`src/verilog/pipePkg.sv`:
```
// Pipeline data types and halt tags, imported by every stage, the top level and the testbench
package pipePkg;

    typedef logic [15:0] dataWordT;
    typedef logic [2:0]  regIdxT;
    typedef logic [7:0]  memAddrT;  // Word address for both memories

    typedef enum logic [2:0] {
        AluAdd,
        AluSub,
        AluXor,
        AluAnd,
        AluPassB    // Second operand straight through
    } aluOpT;

    typedef enum logic {
        WbAlu,
        WbMem
    } wbSrcT;

    // Halt marker codes riding in storeData
    localparam dataWordT TagHalt    = 16'hfff1;
    localparam dataWordT TagIllegal = 16'hfff2;

endpackage

```
`src/verilog/pipeIf.sv`:
```
// One pipeline register boundary, instantiated per stage pair in the core top level
`timescale 1ns/1ps
interface pipeIf import pipePkg::*; ();

    logic     valid;
    logic     wrEn;       // Register write
    regIdxT   wrAddr;
    aluOpT    aluOp;
    wbSrcT    wbSrc;
    logic     memRd;
    logic     memWr;
    dataWordT opA;
    dataWordT opB;
    dataWordT storeData;  // Store word or halt tag
    dataWordT result;

    modport src (output valid, wrEn, wrAddr, aluOp, wbSrc, memRd, memWr,
                 output opA, opB, storeData, result);

    modport dst (input valid, wrEn, wrAddr, aluOp, wbSrc, memRd, memWr,
                 input opA, opB, storeData, result);

    // Hazard watch from decode
    modport mon (input valid, wrEn, wrAddr);

endinterface

```
`src/verilog/memoryStage.sv`:
```
// Memory stage with the data memory, writeback select and the MEM/WB register
`timescale 1ns/1ps
module memoryStage import pipePkg::*; (
    input logic clk,
    input logic rstN,
    pipeIf.dst  exMem,
    pipeIf.src  memWb
);

    dataWordT dmem [256];
    memAddrT  addr;
    dataWordT rdWord;

    assign addr   = memAddrT'(exMem.result);           // Low 8 bits of ALU sum
    assign rdWord = exMem.memRd ? dmem[addr] : '0;

    always_ff @(posedge clk) begin
        if (exMem.valid && exMem.memWr) begin
            dmem[addr] <= exMem.storeData;
        end
    end

    always_ff @(posedge clk or negedge rstN) begin
        if (!rstN) begin
            memWb.valid <= 1'b0;
            memWb.wrEn  <= 1'b0;
            memWb.memRd <= 1'b0;
            memWb.memWr <= 1'b0;
        end else begin
            memWb.valid <= exMem.valid;
            memWb.wrEn  <= exMem.wrEn;
            memWb.memRd <= exMem.memRd;
            memWb.memWr <= exMem.memWr;
        end
    end

    always_ff @(posedge clk) begin
        memWb.wrAddr    <= exMem.wrAddr;
        memWb.aluOp     <= exMem.aluOp;     // Needed for halt tag
        memWb.wbSrc     <= exMem.wbSrc;
        memWb.opA       <= exMem.opA;
        memWb.opB       <= exMem.opB;
        memWb.storeData <= exMem.storeData;
        memWb.result    <= (exMem.wbSrc == WbMem) ? rdWord : exMem.result;
    end

endmodule

```
`src/flat_wrapper.sv`:
```
// flat-port wrapper written by rule: the top's interface ports become plain ports
module memoryStage_flat import pipePkg::*;
  (clk, rstN, exMem_valid, exMem_wrEn, exMem_wrAddr, exMem_aluOp, exMem_wbSrc, exMem_memRd, exMem_memWr, exMem_opA, exMem_opB, exMem_storeData, exMem_result, memWb_valid, memWb_wrEn, memWb_wrAddr, memWb_aluOp, memWb_wbSrc, memWb_memRd, memWb_memWr, memWb_opA, memWb_opB, memWb_storeData, memWb_result);
  pipeIf exMem_i ();
  pipeIf memWb_i ();
  input logic clk;
  input logic rstN;
  input wire logic [$bits(exMem_i.valid)-1:0] exMem_valid;
  input wire logic [$bits(exMem_i.wrEn)-1:0] exMem_wrEn;
  input wire logic [$bits(exMem_i.wrAddr)-1:0] exMem_wrAddr;
  input wire logic [$bits(exMem_i.aluOp)-1:0] exMem_aluOp;
  input wire logic [$bits(exMem_i.wbSrc)-1:0] exMem_wbSrc;
  input wire logic [$bits(exMem_i.memRd)-1:0] exMem_memRd;
  input wire logic [$bits(exMem_i.memWr)-1:0] exMem_memWr;
  input wire logic [$bits(exMem_i.opA)-1:0] exMem_opA;
  input wire logic [$bits(exMem_i.opB)-1:0] exMem_opB;
  input wire logic [$bits(exMem_i.storeData)-1:0] exMem_storeData;
  input wire logic [$bits(exMem_i.result)-1:0] exMem_result;
  output wire logic [$bits(memWb_i.valid)-1:0] memWb_valid;
  output wire logic [$bits(memWb_i.wrEn)-1:0] memWb_wrEn;
  output wire logic [$bits(memWb_i.wrAddr)-1:0] memWb_wrAddr;
  output wire logic [$bits(memWb_i.aluOp)-1:0] memWb_aluOp;
  output wire logic [$bits(memWb_i.wbSrc)-1:0] memWb_wbSrc;
  output wire logic [$bits(memWb_i.memRd)-1:0] memWb_memRd;
  output wire logic [$bits(memWb_i.memWr)-1:0] memWb_memWr;
  output wire logic [$bits(memWb_i.opA)-1:0] memWb_opA;
  output wire logic [$bits(memWb_i.opB)-1:0] memWb_opB;
  output wire logic [$bits(memWb_i.storeData)-1:0] memWb_storeData;
  output wire logic [$bits(memWb_i.result)-1:0] memWb_result;
  assign exMem_i.valid = exMem_valid;
  assign exMem_i.wrEn = exMem_wrEn;
  assign exMem_i.wrAddr = exMem_wrAddr;
  assign exMem_i.aluOp = exMem_aluOp;
  assign exMem_i.wbSrc = exMem_wbSrc;
  assign exMem_i.memRd = exMem_memRd;
  assign exMem_i.memWr = exMem_memWr;
  assign exMem_i.opA = exMem_opA;
  assign exMem_i.opB = exMem_opB;
  assign exMem_i.storeData = exMem_storeData;
  assign exMem_i.result = exMem_result;
  assign memWb_valid = memWb_i.valid;
  assign memWb_wrEn = memWb_i.wrEn;
  assign memWb_wrAddr = memWb_i.wrAddr;
  assign memWb_aluOp = memWb_i.aluOp;
  assign memWb_wbSrc = memWb_i.wbSrc;
  assign memWb_memRd = memWb_i.memRd;
  assign memWb_memWr = memWb_i.memWr;
  assign memWb_opA = memWb_i.opA;
  assign memWb_opB = memWb_i.opB;
  assign memWb_storeData = memWb_i.storeData;
  assign memWb_result = memWb_i.result;
  memoryStage u_core (.clk(clk), .rstN(rstN), .exMem(exMem_i), .memWb(memWb_i));
endmodule
```
`config.mk`:
```
export PLATFORM = sky130hd
export DESIGN_NAME = memoryStage_flat
export DESIGN_NICKNAME = d
export VERILOG_FILES = /design/src/verilog/pipePkg.sv /design/src/verilog/pipeIf.sv /design/src/verilog/memoryStage.sv /design/src/flat_wrapper.sv
export SDC_FILE = /design/constraint.sdc
export NUM_CORES = 2
export LEC_CHECK = 0
export ABC_CLOCK_PERIOD_IN_PS = 1910
export BUFFER_PORTS_ARGS = -buffer_cell sky130_fd_sc_hd__buf_2
export CORE_UTILIZATION = 48
export DETAILED_ROUTE_END_ITERATION = 10
export PLACE_DENSITY = 0.66
export SLEW_MARGIN = 20
export SYNTH_ARGS = -nofsm -noshare
export SYNTH_HDL_FRONTEND = slang
export SYNTH_SLANG_ARGS = --single-unit
```
`constraint.sdc`:
```
create_clock -name clk -period 1.91 [get_ports clk]
set_input_delay 0.382 -clock clk [delete_from_list [all_inputs] [get_ports clk]]
set_output_delay 0.382 -clock clk [all_outputs]
set_load 0.05 [all_outputs]
```
### Word level (Yosys, flattened, before mapping)

Memories as Yosys holds them, arrays and structs flattened.
Cells that the tools add are included.

* multiplexer cells: 4
* reductions and logical operators: 1

Operators by type and width (number)
* 16-bit 2-to-1 mux: 2
* 1-bit 2-to-1 mux: 2
* 1-bit logical AND: 1

* memories: 1
* register bits: 75
* input port bits: 77
* memory bits (writable): 4096

Memories
* u_core.dmem: depth 256, width 16, rd ports 1, clocked after memory_dff 0, wr ports 1, line memoryStage.sv:10 `dataWordT dmem [256];`

### Longest topological paths before layout

* word-level depth: 3
* mapped depth: 14

### Worst setup path after synthesis

No wires, ideal clock.

* path type: input to register
* from: input port exMem_result[0]
* to: memory u_core.dmem[115][0] in the netlist's numbering (enable)
* slack: -1381 ps
* arrival: 2902 ps
* stages: 12
* cell sequence: buf_6 buf_8 buf_8 buf_8 buf_8 buf_6 buf_6 inv_1 nor3_1 nand2_1 buf_2 nor2_1

RTL lines
* start, declared: line flat_wrapper.sv:18 `input wire logic [$bits(exMem_i.result)-1:0] exMem_result;`
* end, declared: line memoryStage.sv:10

Straight into the memory's write port.

### Final worst setup path

* from: memory u_core.dmem[15][0] in the netlist's numbering
* to: register u_core.memWb.result[0]

* word-level cells in the longest chain between the ends: 3

Ends and longest elaborated chain
* memory 256 x 16 bit
* 16-bit 2-to-1 mux: line memoryStage.sv:15 `assign rdWord = exMem.memRd ? dmem[addr] : '0;`
* 16-bit 2-to-1 mux: line memoryStage.sv:44 `memWb.result <= (exMem.wbSrc == WbMem) ? rdWord : exMem.result;`
* end, declared: line pipeIf.sv:18 `output opA, opB, storeData, result);`

Every way passes these cells.

==> results.py <==
metrics = {
    "floorplan": {
        "pin_count": 152,
        "die_h_um": 578,
        "die_w_um": 578,
        "num_rows": 211,
        "start_util_pct": 48.2,
        "fp.dieArea_mm2": 0.334,
        "fp.coreArea_mm2": 0.330,
    },
    "yosys": {
        "synthCells": 7583,
        "synth-seq-area-share_pct": 78.2,
        "ys_warn_count": 0,
        "synth_ff_type": "edfxtp_1",
        "synth_edf_count": 4096,
        "yosys.cell_types.count": 61,
        "syn_nets": 7660,
        "avgSynthCellArea_um2": 21.0,
        "syn_area_mm2": 0.159,
        "async_flop_share_pct": 0.0959,
        "synth-seq-cells": 4171,
    },
    "worst_setup_path": {
        "worstSetupPathType": "reg -> reg",
        "end_kind": "register",
        "rr_endpoint": "u_core.memWb.result[0]$_DFF_P_",
        "arrival_ps": 3480,
        "r2r_setup_slack_ps": -690,
        "cp_top_family": "compound AO/OA/AOI/OAI gates",
        "cp_slowest_stage_delay_ps": 550,
        "crit_buf_inv": 0,
        "timing.critical_path.from_type": "register",
        "r2r-start": "u_core.dmem[15][0]$_DFFE_PP_",
        "reg2reg_depth": 6,
        "slowest_stage": "nor3_1",
        "worstPathRequired_ps": 2780,
        "path_max_fanout": 1,
        "worstPathCellList": "mux4_2, a22o_1, nor3_1, o2111ai_1, a221oi_4, o32ai_2",
    },
    "worst_hold_path": {
        "hold_depth": 2,
        "hp-class": "in -> reg",
        "min_from": "exMem_opA[13]",
        "min_to": "u_core.memWb.opA[13]$_DFF_P_",
    },
    "global_routing": {
        "grt_max_degree": 109,
        "grt_pass1_vias": 83700,
        "grt_usage_pct": 26.2,
        "overflow": 0,
        "grt_antenna_before_repair": 21,
        "grt_pass1_wl_mm": 621,
    },
    "timing": {
        "min_period_ps": 2600,
        "hold_viol": 0,
        "max-slew-margin-rel_pct": 43.5,
        "drv_slew": 0,
        "hold_ws_ps": 47.0,
        "setup_ws_ps": -691,
        "max_slew.worst_pin.slew_ps": 848,
        "finalSetupViolCount": 49,
        "fin_skew_ps": 79.2,
        "finalCritPeriodShare_pct": 136,
        "fmax_mhz": 384,
        "rsz0062_at_grt": "yes",
    },
    "drt": {
        "dr.pass1.iters": 6,
        "drtIter0Drc": 11100,
        "ant_nets": 0,
        "drcViolationCount": 0,
        "num_vias": 84400,
        "post_drt_wl_per_cell_um": 32.1,
        "via_per_inst": 6.15,
        "wirelength_mm": 441,
    },
    "placed_design": {
        "post_dp_cell_area_mm2": 0.180,
        "port_buffers": 151,
        "gp_congestion": 0.920,
        "place_hpwl_mm": 286,
    },
    "layout": {
        "nets": 9081,
        "stdcell_area_mm2": 0.196,
        "drive_gt1_share_pct": 33.8,
        "nFillCells": 23000,
        "final_util_pct": 59.3,
        "final_cell_mix": "4096 x edfxtp_1, 756 x mux4_2, 730 x buf_4",
        "final_common_cell": "edfxtp_1",
        "area_growth_pct": 22.9,
    },
    "status": {
        "violations": "setup timing",
        "status": "finished, violations left",
    },
    "clocking": {
        "cts_tree": "yes",
        "cts_root_buf": "clkbuf_16",
        "cts_max_path_buffers": 4,
        "clk_pin_slew_ps": 60,
        "htreeDepth": 5,
        "clock-sinks": 4171,
        "clk_latency_ps": 1000,
        "numCtsBuffers": 421,
    },
    "run": {
        "maxCapViolCount": 0,
    },
    "pwr": {
        "p_per_area_mw_per_mm2": 992,
        "p_leak_nw": 64.0,
        "ir_drop_uv": 911,
    },
}
## logic make-up (layout without fill, tap and decap cells)
kind of cell	Yosys count	count (layout)	share of synthesized area [%]
compound gates	818	818	3.69
buf+inv	461	2233	1.61
flops	4171	4171	78.2
mux	1319	1319	14.2
other cells	0	8	0
simple gates	814	814	2.29
## power breakdown
| part | internal [mW] | switching [mW] |
|---|---|---|
| Clock | 46.3 | 35.0 |
| Combinational | 4.70 | 7.32 |
| Sequential | 101 | 0.106 |
| Total | 152 | 42.4 |
## metal layers
layer / global-route usage, % / vias to the layer above / routed length, um
met4: 10.8 / 6 / 19900
met1: 37.1 / 44800 / 175000
met2: 40.4 / 4308 / 205000
li1: - / 34600 / -
met3: 4.81 / 748 / 41200
met5: 0 / - / 34
## stage by stage
stage / std cells / setup TNS, ps / total power [mW] / setup WS, ps
after floorplan: 7583 / -3658810 / 108 / -950
after detailed placement: 12900 / -3791790 / 114 / -1880
after global placement: 12900 / -3710060 / 114 / -1860
after global routing: 13700 / -10360 / 199 / -807
after CTS: 13700 / -10700 / 195 / -732
final: 13700 / -10170 / 194 / -691
## synth_stat cells (all sizes together) (16+ instances only)
cell type	number	area, um2
a221oi	17	199
edfxtp	4096	123000
buf	248	1760
mux4	756	17000
a22oi	327	2450
nand3	120	601
clkbuf	197	741
nand4	37	231
nor3	21	105
a22o	33	289
dfxtp	71	1420
o22ai	59	369
nor2b	35	219
o21ai	66	330
nor2	329	1230
a211oi	73	553
o2111ai	31	272
mux2i	561	5620
a21oi	114	571
o211ai	16	120
nand2	209	785
## how the worst max path moves through the flow
stage                                         from                               to  slack (ps)  depth (start not counted)
floorplan                          exMem_result[0]    u_core.dmem[195][0]$_DFFE_PP_        -950                         12
global placement                   exMem_result[2]  u_core.memWb.result[15]$_DFF_P_       -1860                         10
detailed placement                 exMem_result[2]  u_core.memWb.result[15]$_DFF_P_       -1880                         10
CTS                 u_core.dmem[179][15]$_DFFE_PP_  u_core.memWb.result[15]$_DFF_P_        -730                          8
global route        u_core.dmem[179][15]$_DFFE_PP_  u_core.memWb.result[15]$_DFF_P_        -810                          8
finish                u_core.dmem[15][0]$_DFFE_PP_   u_core.memWb.result[0]$_DFF_P_        -690                          6
## worst reg2reg max path: cells and delay by family (launching register included)
kind            cells  cell delay (ps)
flops               1              390
mux                 1              480
compound gates      4             1070
simple gates        1              550
## flip-flops by register name, summed over array words and instances (netlist names)
register / count
u_core.memWb.wrAddr: 3
u_core.memWb.wbSrc: 1
u_core.memWb.storeData: 16
u_core.memWb.result: 16
u_core.memWb.valid: 1
u_core.memWb.opB: 16
u_core.memWb.wrEn: 1
u_core.memWb.opA: 16
u_core.memWb.memWr: 1
u_core.memWb.memRd: 1
u_core.memWb.aluOp: 3
u_core.dmem: 4096
## timing repair
| item | in CTS | in global routing |
|---|---|---|
| hold buffers | 99 | 0 |
| pin swaps | 66 | 44 |
| buffers inserted | 0 | 3 |
| resized for setup | 334 | 50 |
| hold endpoints to repair | 1141 | 0 |
| setup endpoints to repair | 519 | 224 |
| cloned | 1 | 2 |
## area by class of cell
class	instances	area, um2	share of cell area (%)
Sequential cell	4171	125000	63.7
Multi-Input combinational cell	2951	34700	17.7
Timing Repair Buffer	1443	17300	8.86
Clock buffer	509	11000	5.63
Tap cell	4366	5460	2.79
Clock inverter	265	2530	1.29
Inverter	16	65.1	0.0332
Antenna cell	8	20.0	0.0102
Note: power is estimated with default switching activity, not from simulation.
