`src/verilog/isaPkg.sv`:
```
// Instruction encoding for the decoder and the testbench model, imported where fields are cut
package isaPkg;

    typedef logic [4:0] opcodeT;
    typedef logic [1:0] functT;

    // Opcodes in instr[15:11]
    localparam opcodeT OpHalt = 5'b00000;
    localparam opcodeT OpNop  = 5'b00001;
    localparam opcodeT OpJ    = 5'b00100;
    localparam opcodeT OpAddi = 5'b01000;
    localparam opcodeT OpBeqz = 5'b01100;
    localparam opcodeT OpBnez = 5'b01101;
    localparam opcodeT OpSt   = 5'b10000;
    localparam opcodeT OpLd   = 5'b10001;
    localparam opcodeT OpLbi  = 5'b11000;
    localparam opcodeT OpAluR = 5'b11011;

    // Register-register group
    localparam functT FnAdd = 2'b00;
    localparam functT FnSub = 2'b01;
    localparam functT FnXor = 2'b10;
    localparam functT FnAnd = 2'b11;

    localparam int OpMsb     = 15;
    localparam int OpLsb     = 11;
    localparam int RsMsb     = 10;  // Also LBI destination
    localparam int RsLsb     = 8;
    localparam int RtMsb     = 7;   // Destination for ADDI and LD
    localparam int RtLsb     = 5;
    localparam int RdMsb     = 4;   // ALUR destination
    localparam int RdLsb     = 2;
    localparam int FunctMsb  = 1;
    localparam int FunctLsb  = 0;
    localparam int Imm5Msb   = 4;
    localparam int Imm8Msb   = 7;
    localparam int Disp11Msb = 10;

endpackage

```
`src/verilog/pipePkg.sv`:
```
// Pipeline data types and halt tags, imported by every stage, the top level and the testbench
package pipePkg;

    typedef logic [15:0] dataWordT;
    typedef logic [2:0]  regIdxT;
    typedef logic [7:0]  memAddrT;  // Word address for both memories

    typedef enum logic [2:0] {
        AluAdd,
        AluSub,
        AluXor,
        AluAnd,
        AluPassB    // Second operand straight through
    } aluOpT;

    typedef enum logic {
        WbAlu,
        WbMem
    } wbSrcT;

    // Halt marker codes riding in storeData
    localparam dataWordT TagHalt    = 16'hfff1;
    localparam dataWordT TagIllegal = 16'hfff2;

endpackage

```
`src/verilog/pipeIf.sv`:
```
// One pipeline register boundary, instantiated per stage pair in the core top level
`timescale 1ns/1ps
interface pipeIf import pipePkg::*; ();

    logic     valid;
    logic     wrEn;       // Register write
    regIdxT   wrAddr;
    aluOpT    aluOp;
    wbSrcT    wbSrc;
    logic     memRd;
    logic     memWr;
    dataWordT opA;
    dataWordT opB;
    dataWordT storeData;  // Store word or halt tag
    dataWordT result;

    modport src (output valid, wrEn, wrAddr, aluOp, wbSrc, memRd, memWr,
                 output opA, opB, storeData, result);

    modport dst (input valid, wrEn, wrAddr, aluOp, wbSrc, memRd, memWr,
                 input opA, opB, storeData, result);

    // Hazard watch from decode
    modport mon (input valid, wrEn, wrAddr);

endinterface

```
`src/verilog/decodeStage.sv`:
```
// Decode stage with register file, branch resolution, interlock, halt tracking and ID/EX
`timescale 1ns/1ps
module decodeStage import pipePkg::*, isaPkg::*; (
    input  logic     clk,
    input  logic     rstN,
    input  dataWordT instr,
    input  memAddrT  pc,
    input  logic     fValid,
    output logic     stall,
    output logic     redirect,
    output memAddrT  target,
    output logic     stopFetch,
    pipeIf.src       idEx,
    pipeIf.mon       exMemWatch,
    pipeIf.dst       memWb,
    output logic     wbValid,
    output regIdxT   wbAddr,
    output dataWordT wbData,
    output logic     halted,
    output logic     err
);

    opcodeT   opcode;
    functT    funct;
    regIdxT   rsIdx;
    regIdxT   rtIdx;
    regIdxT   rdIdx;
    dataWordT regFile [8];
    dataWordT rsVal;
    dataWordT rtVal;
    dataWordT immFive;
    dataWordT immEight;
    memAddrT  disp;
    logic     stopOp;
    logic     sendDown;
    logic     takeBranch;
    logic     readsRs;
    logic     readsRt;
    logic     wrEnD;
    regIdxT   destD;
    aluOpT    aluOpD;
    wbSrcT    wbSrcD;
    logic     memRdD;
    logic     memWrD;
    dataWordT opBD;
    dataWordT storeD;
    logic     exWriting;
    logic     memWriting;
    logic     rsBusy;
    logic     rtBusy;
    logic     issue;
    logic     stoppedQ;
    logic     tagInWb;

    assign opcode   = instr[OpMsb:OpLsb];
    assign funct    = instr[FunctMsb:FunctLsb];
    assign rsIdx    = instr[RsMsb:RsLsb];
    assign rtIdx    = instr[RtMsb:RtLsb];
    assign rdIdx    = instr[RdMsb:RdLsb];
    assign immFive  = dataWordT'($signed(instr[Imm5Msb:0]));
    assign immEight = dataWordT'($signed(instr[Imm8Msb:0]));

    // Retire port is the register file write
    assign wbValid = memWb.valid && memWb.wrEn;
    assign wbAddr  = memWb.wrAddr;
    assign wbData  = memWb.result;

    assign rsVal = (wbValid && wbAddr == rsIdx) ? wbData : regFile[rsIdx];  // Write-through
    assign rtVal = (wbValid && wbAddr == rtIdx) ? wbData : regFile[rtIdx];

    always_ff @(posedge clk or negedge rstN) begin
        if (!rstN) begin
            for (int i = 0; i < 8; i++) begin
                regFile[i] <= '0;
            end
        end else if (wbValid) begin
            regFile[wbAddr] <= wbData;
        end
    end

    always_comb begin
        stopOp     = 1'b0;
        sendDown   = 1'b0;
        takeBranch = 1'b0;
        readsRs    = 1'b0;
        readsRt    = 1'b0;
        wrEnD      = 1'b0;
        destD      = rtIdx;
        aluOpD     = AluAdd;
        wbSrcD     = WbAlu;
        memRdD     = 1'b0;
        memWrD     = 1'b0;
        opBD       = immFive;
        storeD     = rtVal;
        case (opcode)
            OpHalt: begin
                stopOp   = 1'b1;
                sendDown = 1'b1;
                aluOpD   = AluPassB;
                storeD   = TagHalt;
            end
            OpNop: sendDown = 1'b0;     // Nothing goes down
            OpJ: begin
                takeBranch = 1'b1;
            end
            OpAddi: begin
                readsRs  = 1'b1;
                wrEnD    = 1'b1;
                sendDown = 1'b1;
            end
            OpBeqz: begin
                readsRs    = 1'b1;
                takeBranch = (rsVal == '0);
            end
            OpBnez: begin
                readsRs    = 1'b1;
                takeBranch = (rsVal != '0);
            end
            OpSt: begin
                readsRs  = 1'b1;
                readsRt  = 1'b1;
                memWrD   = 1'b1;
                sendDown = 1'b1;
            end
            OpLd: begin
                readsRs  = 1'b1;
                wrEnD    = 1'b1;
                memRdD   = 1'b1;
                wbSrcD   = WbMem;
                sendDown = 1'b1;
            end
            OpLbi: begin
                wrEnD    = 1'b1;
                destD    = rsIdx;
                aluOpD   = AluPassB;
                opBD     = immEight;
                sendDown = 1'b1;
            end
            OpAluR: begin
                readsRs  = 1'b1;
                readsRt  = 1'b1;
                wrEnD    = 1'b1;
                destD    = rdIdx;
                opBD     = rtVal;
                sendDown = 1'b1;
                case (funct)
                    FnAdd:   aluOpD = AluAdd;
                    FnSub:   aluOpD = AluSub;
                    FnXor:   aluOpD = AluXor;
                    default: aluOpD = AluAnd;
                endcase
            end
            default: begin              // Undefined opcode
                stopOp   = 1'b1;
                sendDown = 1'b1;
                aluOpD   = AluPassB;
                storeD   = TagIllegal;
            end
        endcase
    end

    // Interlock against writers still in EX or MEM
    assign exWriting  = idEx.valid && idEx.wrEn;
    assign memWriting = exMemWatch.valid && exMemWatch.wrEn;
    assign rsBusy = readsRs && ((exWriting && idEx.wrAddr == rsIdx) ||
                                (memWriting && exMemWatch.wrAddr == rsIdx));
    assign rtBusy = readsRt && ((exWriting && idEx.wrAddr == rtIdx) ||
                                (memWriting && exMemWatch.wrAddr == rtIdx));

    assign stall     = fValid && !stoppedQ && (rsBusy || rtBusy);
    assign issue     = fValid && !stoppedQ && !stall;
    assign redirect  = issue && takeBranch;
    assign stopFetch = stoppedQ || (issue && stopOp);

    // Target wraps at 256 words, so only the low byte of either displacement counts
    assign disp   = instr[Imm8Msb:0];
    assign target = pc + 8'd1 + disp;

    // ID/EX control
    always_ff @(posedge clk or negedge rstN) begin
        if (!rstN) begin
            idEx.valid <= 1'b0;
            idEx.wrEn  <= 1'b0;
            idEx.memRd <= 1'b0;
            idEx.memWr <= 1'b0;
        end else begin
            idEx.valid <= issue && sendDown;    // Bubble on stall
            idEx.wrEn  <= wrEnD;
            idEx.memRd <= memRdD;
            idEx.memWr <= memWrD;
        end
    end

    always_ff @(posedge clk) begin
        idEx.wrAddr    <= destD;
        idEx.aluOp     <= aluOpD;
        idEx.wbSrc     <= wbSrcD;
        idEx.opA       <= rsVal;
        idEx.opB       <= opBD;
        idEx.storeData <= storeD;
    end

    assign idEx.result = '0;    // Produced in execute

    // Halt marker seen leaving writeback
    assign tagInWb = memWb.valid && !memWb.wrEn && memWb.aluOp == AluPassB;

    always_ff @(posedge clk or negedge rstN) begin
        if (!rstN) begin
            stoppedQ <= 1'b0;
            halted   <= 1'b0;
            err      <= 1'b0;
        end else begin
            if (issue && stopOp) begin
                stoppedQ <= 1'b1;
            end
            if (tagInWb && (memWb.storeData == TagHalt || memWb.storeData == TagIllegal)) begin
                halted <= 1'b1;
            end
            if (tagInWb && memWb.storeData == TagIllegal) begin
                err <= 1'b1;
            end
        end
    end

endmodule

```
`src/flat_wrapper.sv`:
```
// flat-port wrapper written by rule: the top's interface ports become plain ports
module decodeStage_flat import pipePkg::*, isaPkg::*;
  (clk, rstN, instr, pc, fValid, stall, redirect, target, stopFetch, wbValid, wbAddr, wbData, halted, err, idEx_valid, idEx_wrEn, idEx_wrAddr, idEx_aluOp, idEx_wbSrc, idEx_memRd, idEx_memWr, idEx_opA, idEx_opB, idEx_storeData, idEx_result, exMemWatch_valid, exMemWatch_wrEn, exMemWatch_wrAddr, memWb_valid, memWb_wrEn, memWb_wrAddr, memWb_aluOp, memWb_wbSrc, memWb_memRd, memWb_memWr, memWb_opA, memWb_opB, memWb_storeData, memWb_result);
  pipeIf idEx_i ();
  pipeIf exMemWatch_i ();
  pipeIf memWb_i ();
  input  logic clk;
  input  logic rstN;
  input  dataWordT instr;
  input  memAddrT pc;
  input  logic fValid;
  output logic stall;
  output logic redirect;
  output memAddrT target;
  output logic stopFetch;
  output logic wbValid;
  output regIdxT wbAddr;
  output dataWordT wbData;
  output logic halted;
  output logic err;
  output wire logic [$bits(idEx_i.valid)-1:0] idEx_valid;
  output wire logic [$bits(idEx_i.wrEn)-1:0] idEx_wrEn;
  output wire logic [$bits(idEx_i.wrAddr)-1:0] idEx_wrAddr;
  output wire logic [$bits(idEx_i.aluOp)-1:0] idEx_aluOp;
  output wire logic [$bits(idEx_i.wbSrc)-1:0] idEx_wbSrc;
  output wire logic [$bits(idEx_i.memRd)-1:0] idEx_memRd;
  output wire logic [$bits(idEx_i.memWr)-1:0] idEx_memWr;
  output wire logic [$bits(idEx_i.opA)-1:0] idEx_opA;
  output wire logic [$bits(idEx_i.opB)-1:0] idEx_opB;
  output wire logic [$bits(idEx_i.storeData)-1:0] idEx_storeData;
  output wire logic [$bits(idEx_i.result)-1:0] idEx_result;
  input wire logic [$bits(exMemWatch_i.valid)-1:0] exMemWatch_valid;
  input wire logic [$bits(exMemWatch_i.wrEn)-1:0] exMemWatch_wrEn;
  input wire logic [$bits(exMemWatch_i.wrAddr)-1:0] exMemWatch_wrAddr;
  input wire logic [$bits(memWb_i.valid)-1:0] memWb_valid;
  input wire logic [$bits(memWb_i.wrEn)-1:0] memWb_wrEn;
  input wire logic [$bits(memWb_i.wrAddr)-1:0] memWb_wrAddr;
  input wire logic [$bits(memWb_i.aluOp)-1:0] memWb_aluOp;
  input wire logic [$bits(memWb_i.wbSrc)-1:0] memWb_wbSrc;
  input wire logic [$bits(memWb_i.memRd)-1:0] memWb_memRd;
  input wire logic [$bits(memWb_i.memWr)-1:0] memWb_memWr;
  input wire logic [$bits(memWb_i.opA)-1:0] memWb_opA;
  input wire logic [$bits(memWb_i.opB)-1:0] memWb_opB;
  input wire logic [$bits(memWb_i.storeData)-1:0] memWb_storeData;
  input wire logic [$bits(memWb_i.result)-1:0] memWb_result;
  assign idEx_valid = idEx_i.valid;
  assign idEx_wrEn = idEx_i.wrEn;
  assign idEx_wrAddr = idEx_i.wrAddr;
  assign idEx_aluOp = idEx_i.aluOp;
  assign idEx_wbSrc = idEx_i.wbSrc;
  assign idEx_memRd = idEx_i.memRd;
  assign idEx_memWr = idEx_i.memWr;
  assign idEx_opA = idEx_i.opA;
  assign idEx_opB = idEx_i.opB;
  assign idEx_storeData = idEx_i.storeData;
  assign idEx_result = idEx_i.result;
  assign exMemWatch_i.valid = exMemWatch_valid;
  assign exMemWatch_i.wrEn = exMemWatch_wrEn;
  assign exMemWatch_i.wrAddr = exMemWatch_wrAddr;
  assign memWb_i.valid = memWb_valid;
  assign memWb_i.wrEn = memWb_wrEn;
  assign memWb_i.wrAddr = memWb_wrAddr;
  assign memWb_i.aluOp = memWb_aluOp;
  assign memWb_i.wbSrc = memWb_wbSrc;
  assign memWb_i.memRd = memWb_memRd;
  assign memWb_i.memWr = memWb_memWr;
  assign memWb_i.opA = memWb_opA;
  assign memWb_i.opB = memWb_opB;
  assign memWb_i.storeData = memWb_storeData;
  assign memWb_i.result = memWb_result;
  decodeStage u_core (.clk(clk), .rstN(rstN), .instr(instr), .pc(pc), .fValid(fValid), .stall(stall), .redirect(redirect), .target(target), .stopFetch(stopFetch), .idEx(idEx_i), .exMemWatch(exMemWatch_i), .memWb(memWb_i), .wbValid(wbValid), .wbAddr(wbAddr), .wbData(wbData), .halted(halted), .err(err));
endmodule
```
`config.mk`:
```
export PLATFORM = sky130hd
export DESIGN_NAME = decodeStage_flat
export DESIGN_NICKNAME = d
export VERILOG_FILES = /design/src/verilog/isaPkg.sv /design/src/verilog/pipePkg.sv /design/src/verilog/pipeIf.sv /design/src/verilog/decodeStage.sv /design/src/flat_wrapper.sv
export SDC_FILE = /design/constraint.sdc
export NUM_CORES = 1
export LEC_CHECK = 0
export ABC_AREA = 0
export BUFFER_PORTS_ARGS = -buffer_cell sky130_fd_sc_hd__buf_4
export CAP_MARGIN = 20
export CORE_ASPECT_RATIO = 1.2
export CORE_UTILIZATION = 45
export DETAILED_ROUTE_END_ITERATION = 6
export PLACE_DENSITY = 0.76
export SYNTH_ARGS = -nofsm -noshare
export SYNTH_HDL_FRONTEND = slang
export SYNTH_SLANG_ARGS = --single-unit
export TNS_END_PERCENT = 100
```
`constraint.sdc`:
```
create_clock -name clk -period 4.5 [get_ports clk]
set_input_delay 0.225 -clock clk [delete_from_list [all_inputs] [get_ports clk]]
set_output_delay 0.225 -clock clk [all_outputs]
set_load 0.005 [all_outputs]
```
# --- Word-level counts from Yosys, hierarchy flattened ---
# Cells that the tools add are included.
totals:
  in_bits: 107
  regBits: 190
  elab_cells: 114
  out_inout_bits: 108
classes:
  muxes: 24
  n_eq_ne: 20
  reduce_logical: 40
  n_addsub: 2
  n_lt_le_gt_ge: 4
  n_bitwise: 3
op_table:
  columns: ["operator", "n"]
  rows:
  - ["$bwmux 128", 1]
  - ["$mux 16", 7]
  - ["$bmux 16 s3", 2]
  - ["$pmux 16 s2", 2]
  - ["$demux 16 s3", 1]
  - ["$eq 16x16->1 const B", 2]
  - ["$logic_and 1x1->1", 22]
  - ["$eq 5x5->1 const B", 4]
  - ["$eq 3x3->1", 6]
  - ["$logic_not 16->1", 1]
  - ["$reduce_bool 16->1", 1]
  - ["$eq 5x4->1 const B", 3]
  - ["$ge 4x4->1 const B", 3]
  - ["$not 3->4", 3]
  - ["$pmux 3 s2", 2]
  - ["$reduce_or 9->1", 1]
  - ["$add 8x1->8 const B", 1]
  - ["$add 8x8->8", 1]
  - ["$reduce_or 4->1", 2]
  - ["$mux 1", 7]
  - ["$reduce_or 7->1", 1]
  - ["$pmux 2 s3", 1]
  - ["$reduce_or 6->1", 1]
  - ["$eq 5x1->1 const B", 1]
  - ["11 further kinds", 17]

# --- Logic depth before layout (Yosys ltp) ---
logic_depth:
  word_depth: 10
  depth_mapped: 11
  mapped_depth_nobuf: 10

# --- Least setup slack after synthesis ---
# OpenSTA, ideal clock, no wires.
synth_timing:
  path_type: "input-to-output"
  from: "in instr[9]"
  to: "out redirect"
  required_ps: 4275
  arrival_ps: 2099
  n_path_buf: 3
  path_slack_ps: 2176
  stages: 10
  path_cell_list: "buf_6 -> buf_2 -> buf_2 -> mux4_2 -> a211oi_1 -> o22ai_1 -> nor4b_2 -> a31oi_1 -> xor2_1 -> nor3_2"
synth_via:
  elab_chain_len: 9
  elab_cells_between_ends: 21
  classes_between: "3 x eq/ne; 5 x mux; 1 x bitwise; 12 x reduce/logical"
synth_lines:
  columns: ["element", "line_no", "text"]
  rows:
  - ["start: declaration", "flat_wrapper.sv:9", "input dataWordT instr;"]
  - ["parallel branches: the longest is 8 deep, another holds $bmux 16 s3", null, null]
  - ["$logic_and 1x1->1 (*)", "decodeStage.sv:172", "assign redirect = issue && takeBranch;"]
  - ["end: declaration", "flat_wrapper.sv:13", "output logic redirect;"]
# Mark *: on every way between the ends. The select of a mux whose other input is x is not followed.

# --- Worst setup path in the final report ---
# Same ends and word-level chain as after synthesis.

==> results.json <==
{
  "clk_pin_slew_ps": 70,
  "coreArea_um2": 21200,
  "grt_pass1_wl_mm": 35.1,
  "cts_buffer_depth": 2,
  "place.gp.congestion": 0.777,
  "ir_worst_vdd_uv": 310,
  "synth_most_common_cell": "dfrtp_1",
  "critPathBufInv": 2,
  "dr.pass1.iters": 5,
  "worstHoldPathCells": 3,
  "reg2reg_depth": 6,
  "wl_per_cell_um": 19.5,
  "min_period_over_period": 0.698,
  "cp.arrival_ps": 2920,
  "drt-total-wl_mm": 22.8,
  "critPathTopFamily": "simple AND/OR/NAND/NOR gates",
  "yosysTopAreaCellShare": 0.345,
  "hold_buffers": 2,
  "insertedDiodeCount": 0,
  "start_util": 0.463,
  "synthDistinctLibCells": 56,
  "netlist_instances": 778,
  "post-route-drc-count": 0,
  "synth-edff-count": 0,
  "grt_usage": 0.211,
  "ioPinCount": 215,
  "ys_async_sr_fraction": 0.711,
  "vias": 6594,
  "power.total_uw": 4930,
  "synth_area_um2": 9800,
  "synth_top_flop_cell": "dfrtp_1",
  "crit_path_max_incr_delay_ps": 710,
  "yosys_warnings": 0,
  "numCtsBuffers": 17,
  "critPathLaunchType": "input port",
  "clk_latency_ps": 440,
  "fillCellCount": 1764,
  "holdCritPathClass": "input port to flop",
  "fmax_ghz": 0.318,
  "path_max_fanout": 36,
  "hold_ws_ps": 25.7,
  "final_nets": 1002,
  "slew_headroom": 0.241,
  "syn_to_final_growth_pct": 17.6,
  "cts-resized-gates": 0,
  "synth_commonest_cells": "dfrtp_1, mux2_2, mux4_2",
  "grt_max_degree": 67,
  "ant_nets": 0,
  "setup_viol": 0,
  "leakage_uw": 0.00507,
  "synth_seq_cells": 190,
  "endpoint_kind": "primary output",
  "drtIter0Drc": 405,
  "post-route-util": 0.544,
  "die-area_um2": 22400,
  "worstMarginPinSlew_ps": 1130,
  "grt_overflow": 0,
  "path_class": "input port to primary output",
  "post-cts-setup-buffers": 0,
  "cp_num_cells": 10,
  "drive_gt1_frac": 0.452,
  "rsz0062_at_grt": "no",
  "yosys-top-cells-area": "dfrtp_1, mux2_2, mux4_2, dfxtp_1, mux2i_1",
  "viasPerCell": 5.64,
  "die_h_um": 164,
  "p_per_area_nw_per_um2": 427,
  "fin_worst_skew_ps": 9.66,
  "cp_slowest_cell": "or4_4",
  "fin_setup_tns_ps": 0,
  "status": "finished, final reports clean",
  "synth_seq_area_share": 0.457,
  "cts_root_buf": "clkbuf_16",
  "cap_violations": 0,
  "h-tree-depth": 4,
  "path_cells": "buf_4 > xor2_1 > or4_4 > nor2_1 > o22ai_1 > nor4b_2 > a31oi_1 > xor2_1 > nor3_2 > buf_4",
  "dp_hpwl_mm": 14.8,
  "syn_avg_cell_area_um2": 12.6,
  "grt_pass1_vias": 6452,
  "slew_violations": 0,
  "dp_slack_ps": 1320,
  "hold_viol": 0,
  "cts_tree": "yes",
  "cts_sinks": 190,
  "fin_crit_ps": 3140,
  "dieWidth_um": 137,
  "fin_ws_ps": 1360,
  "rows": 58,
  "synth.largest_area_cell": "dfrtp_1",
  "required_ps": 4280,
  "port_buffers": 163,
  "antenna_found_initial": 0
}
==> power breakdown <==
group          total (µW)  leakage (µW)  switching, µW  internal, µW
registers            2260       0.00212            216          2050
logic                1190       0.00267            474           716
clock network        1470      0.000282            641           831
==> layout make-up <==
type                    count  area (µm²)  share of cell area
flip-flops and latches    190        4480               0.389
clock buffers              25         497              0.0431
repair buffers            175        1320               0.114
multi-input cells         495        4790               0.415
clock inverters             7        75.1             0.00651
well taps                 270         338              0.0293
inverters                   8        30.0             0.00261
==> through the flow <==
stage	cell area, µm²	cells
5_1_grt	11500	1170
3_3_place_gp	10900	1136
2_1_floorplan	9860	793
4_1_cts	11500	1170
3_5_place_dp	10900	1136
6_report	11500	1170
==> layer usage <==
| metal | track usage | vias up | part of all wire | wire length [µm] |
|---|---|---|---|---|
| met3 | 0.0469 | 26 | 0.061 | 1400 |
| li1 | - | 2983 | - | - |
| met4 | 0.0571 | 0 | 0.014 | 326 |
| met5 | 0 | - | 0 | 0 |
| met2 | 0.359 | 248 | 0.51 | 11600 |
| met1 | 0.270 | 3337 | 0.42 | 9560 |
==> tightest hold or removal path: stages <==
cell and delay, ps:
buf_4 100, nand2_1 40, o21ai_0 60
==> layout by cell type (no fill, tap or decap), drive strengths merged, types with 12 or more instances in the layout <==
cell    synthesis  final
a21oi          37     37
conb            1     16
clkbuf         30     25
mux2i          29     29
mux4           64     64
nor2           47     47
dfrtp         135    135
inv             8     12
dfxtp          55     55
xor2           22     22
nand2          40     40
buf            70    173
mux2          128    128
o21ai          24     24
==> cells by family after synthesis <==
kind of cell | Yosys count | share of synthesized area
xor+xnor | 27 | 0.0249
other cells | 1 | 0.000383
simple gates | 140 | 0.0708
buf+inv | 108 | 0.0646
fa+ha+maj | 8 | 0.0110
compound gates | 83 | 0.0477
mux | 221 | 0.324
flops | 190 | 0.457
==> state kept, by name, summed over array words and instances (netlist names), 3 cells and up <==
| signal | cells |
|---|---|
| u_core.idEx.storeData | 16 |
| u_core.idEx.opB | 16 |
| u_core.regFile | 128 |
| u_core.idEx.opA | 16 |
| u_core.idEx.wrAddr | 3 |
| u_core.idEx.aluOp | 3 |
==> worst paths after layout <==
path	from	endpoint	slack, ps
max	instr[9]	redirect	1360
min	instr[3]	u_core.idEx.opB[3]	30
max reg2reg	u_core.idEx.wrAddr[2]	u_core.stoppedQ	2710
min reg2reg	u_core.err	u_core.err	490
max in group asynchronous	rstN	u_core.regFile[72]	3020
min in group asynchronous	rstN	u_core.idEx.memRd	460
Note: power is estimated with default switching activity, not from simulation.
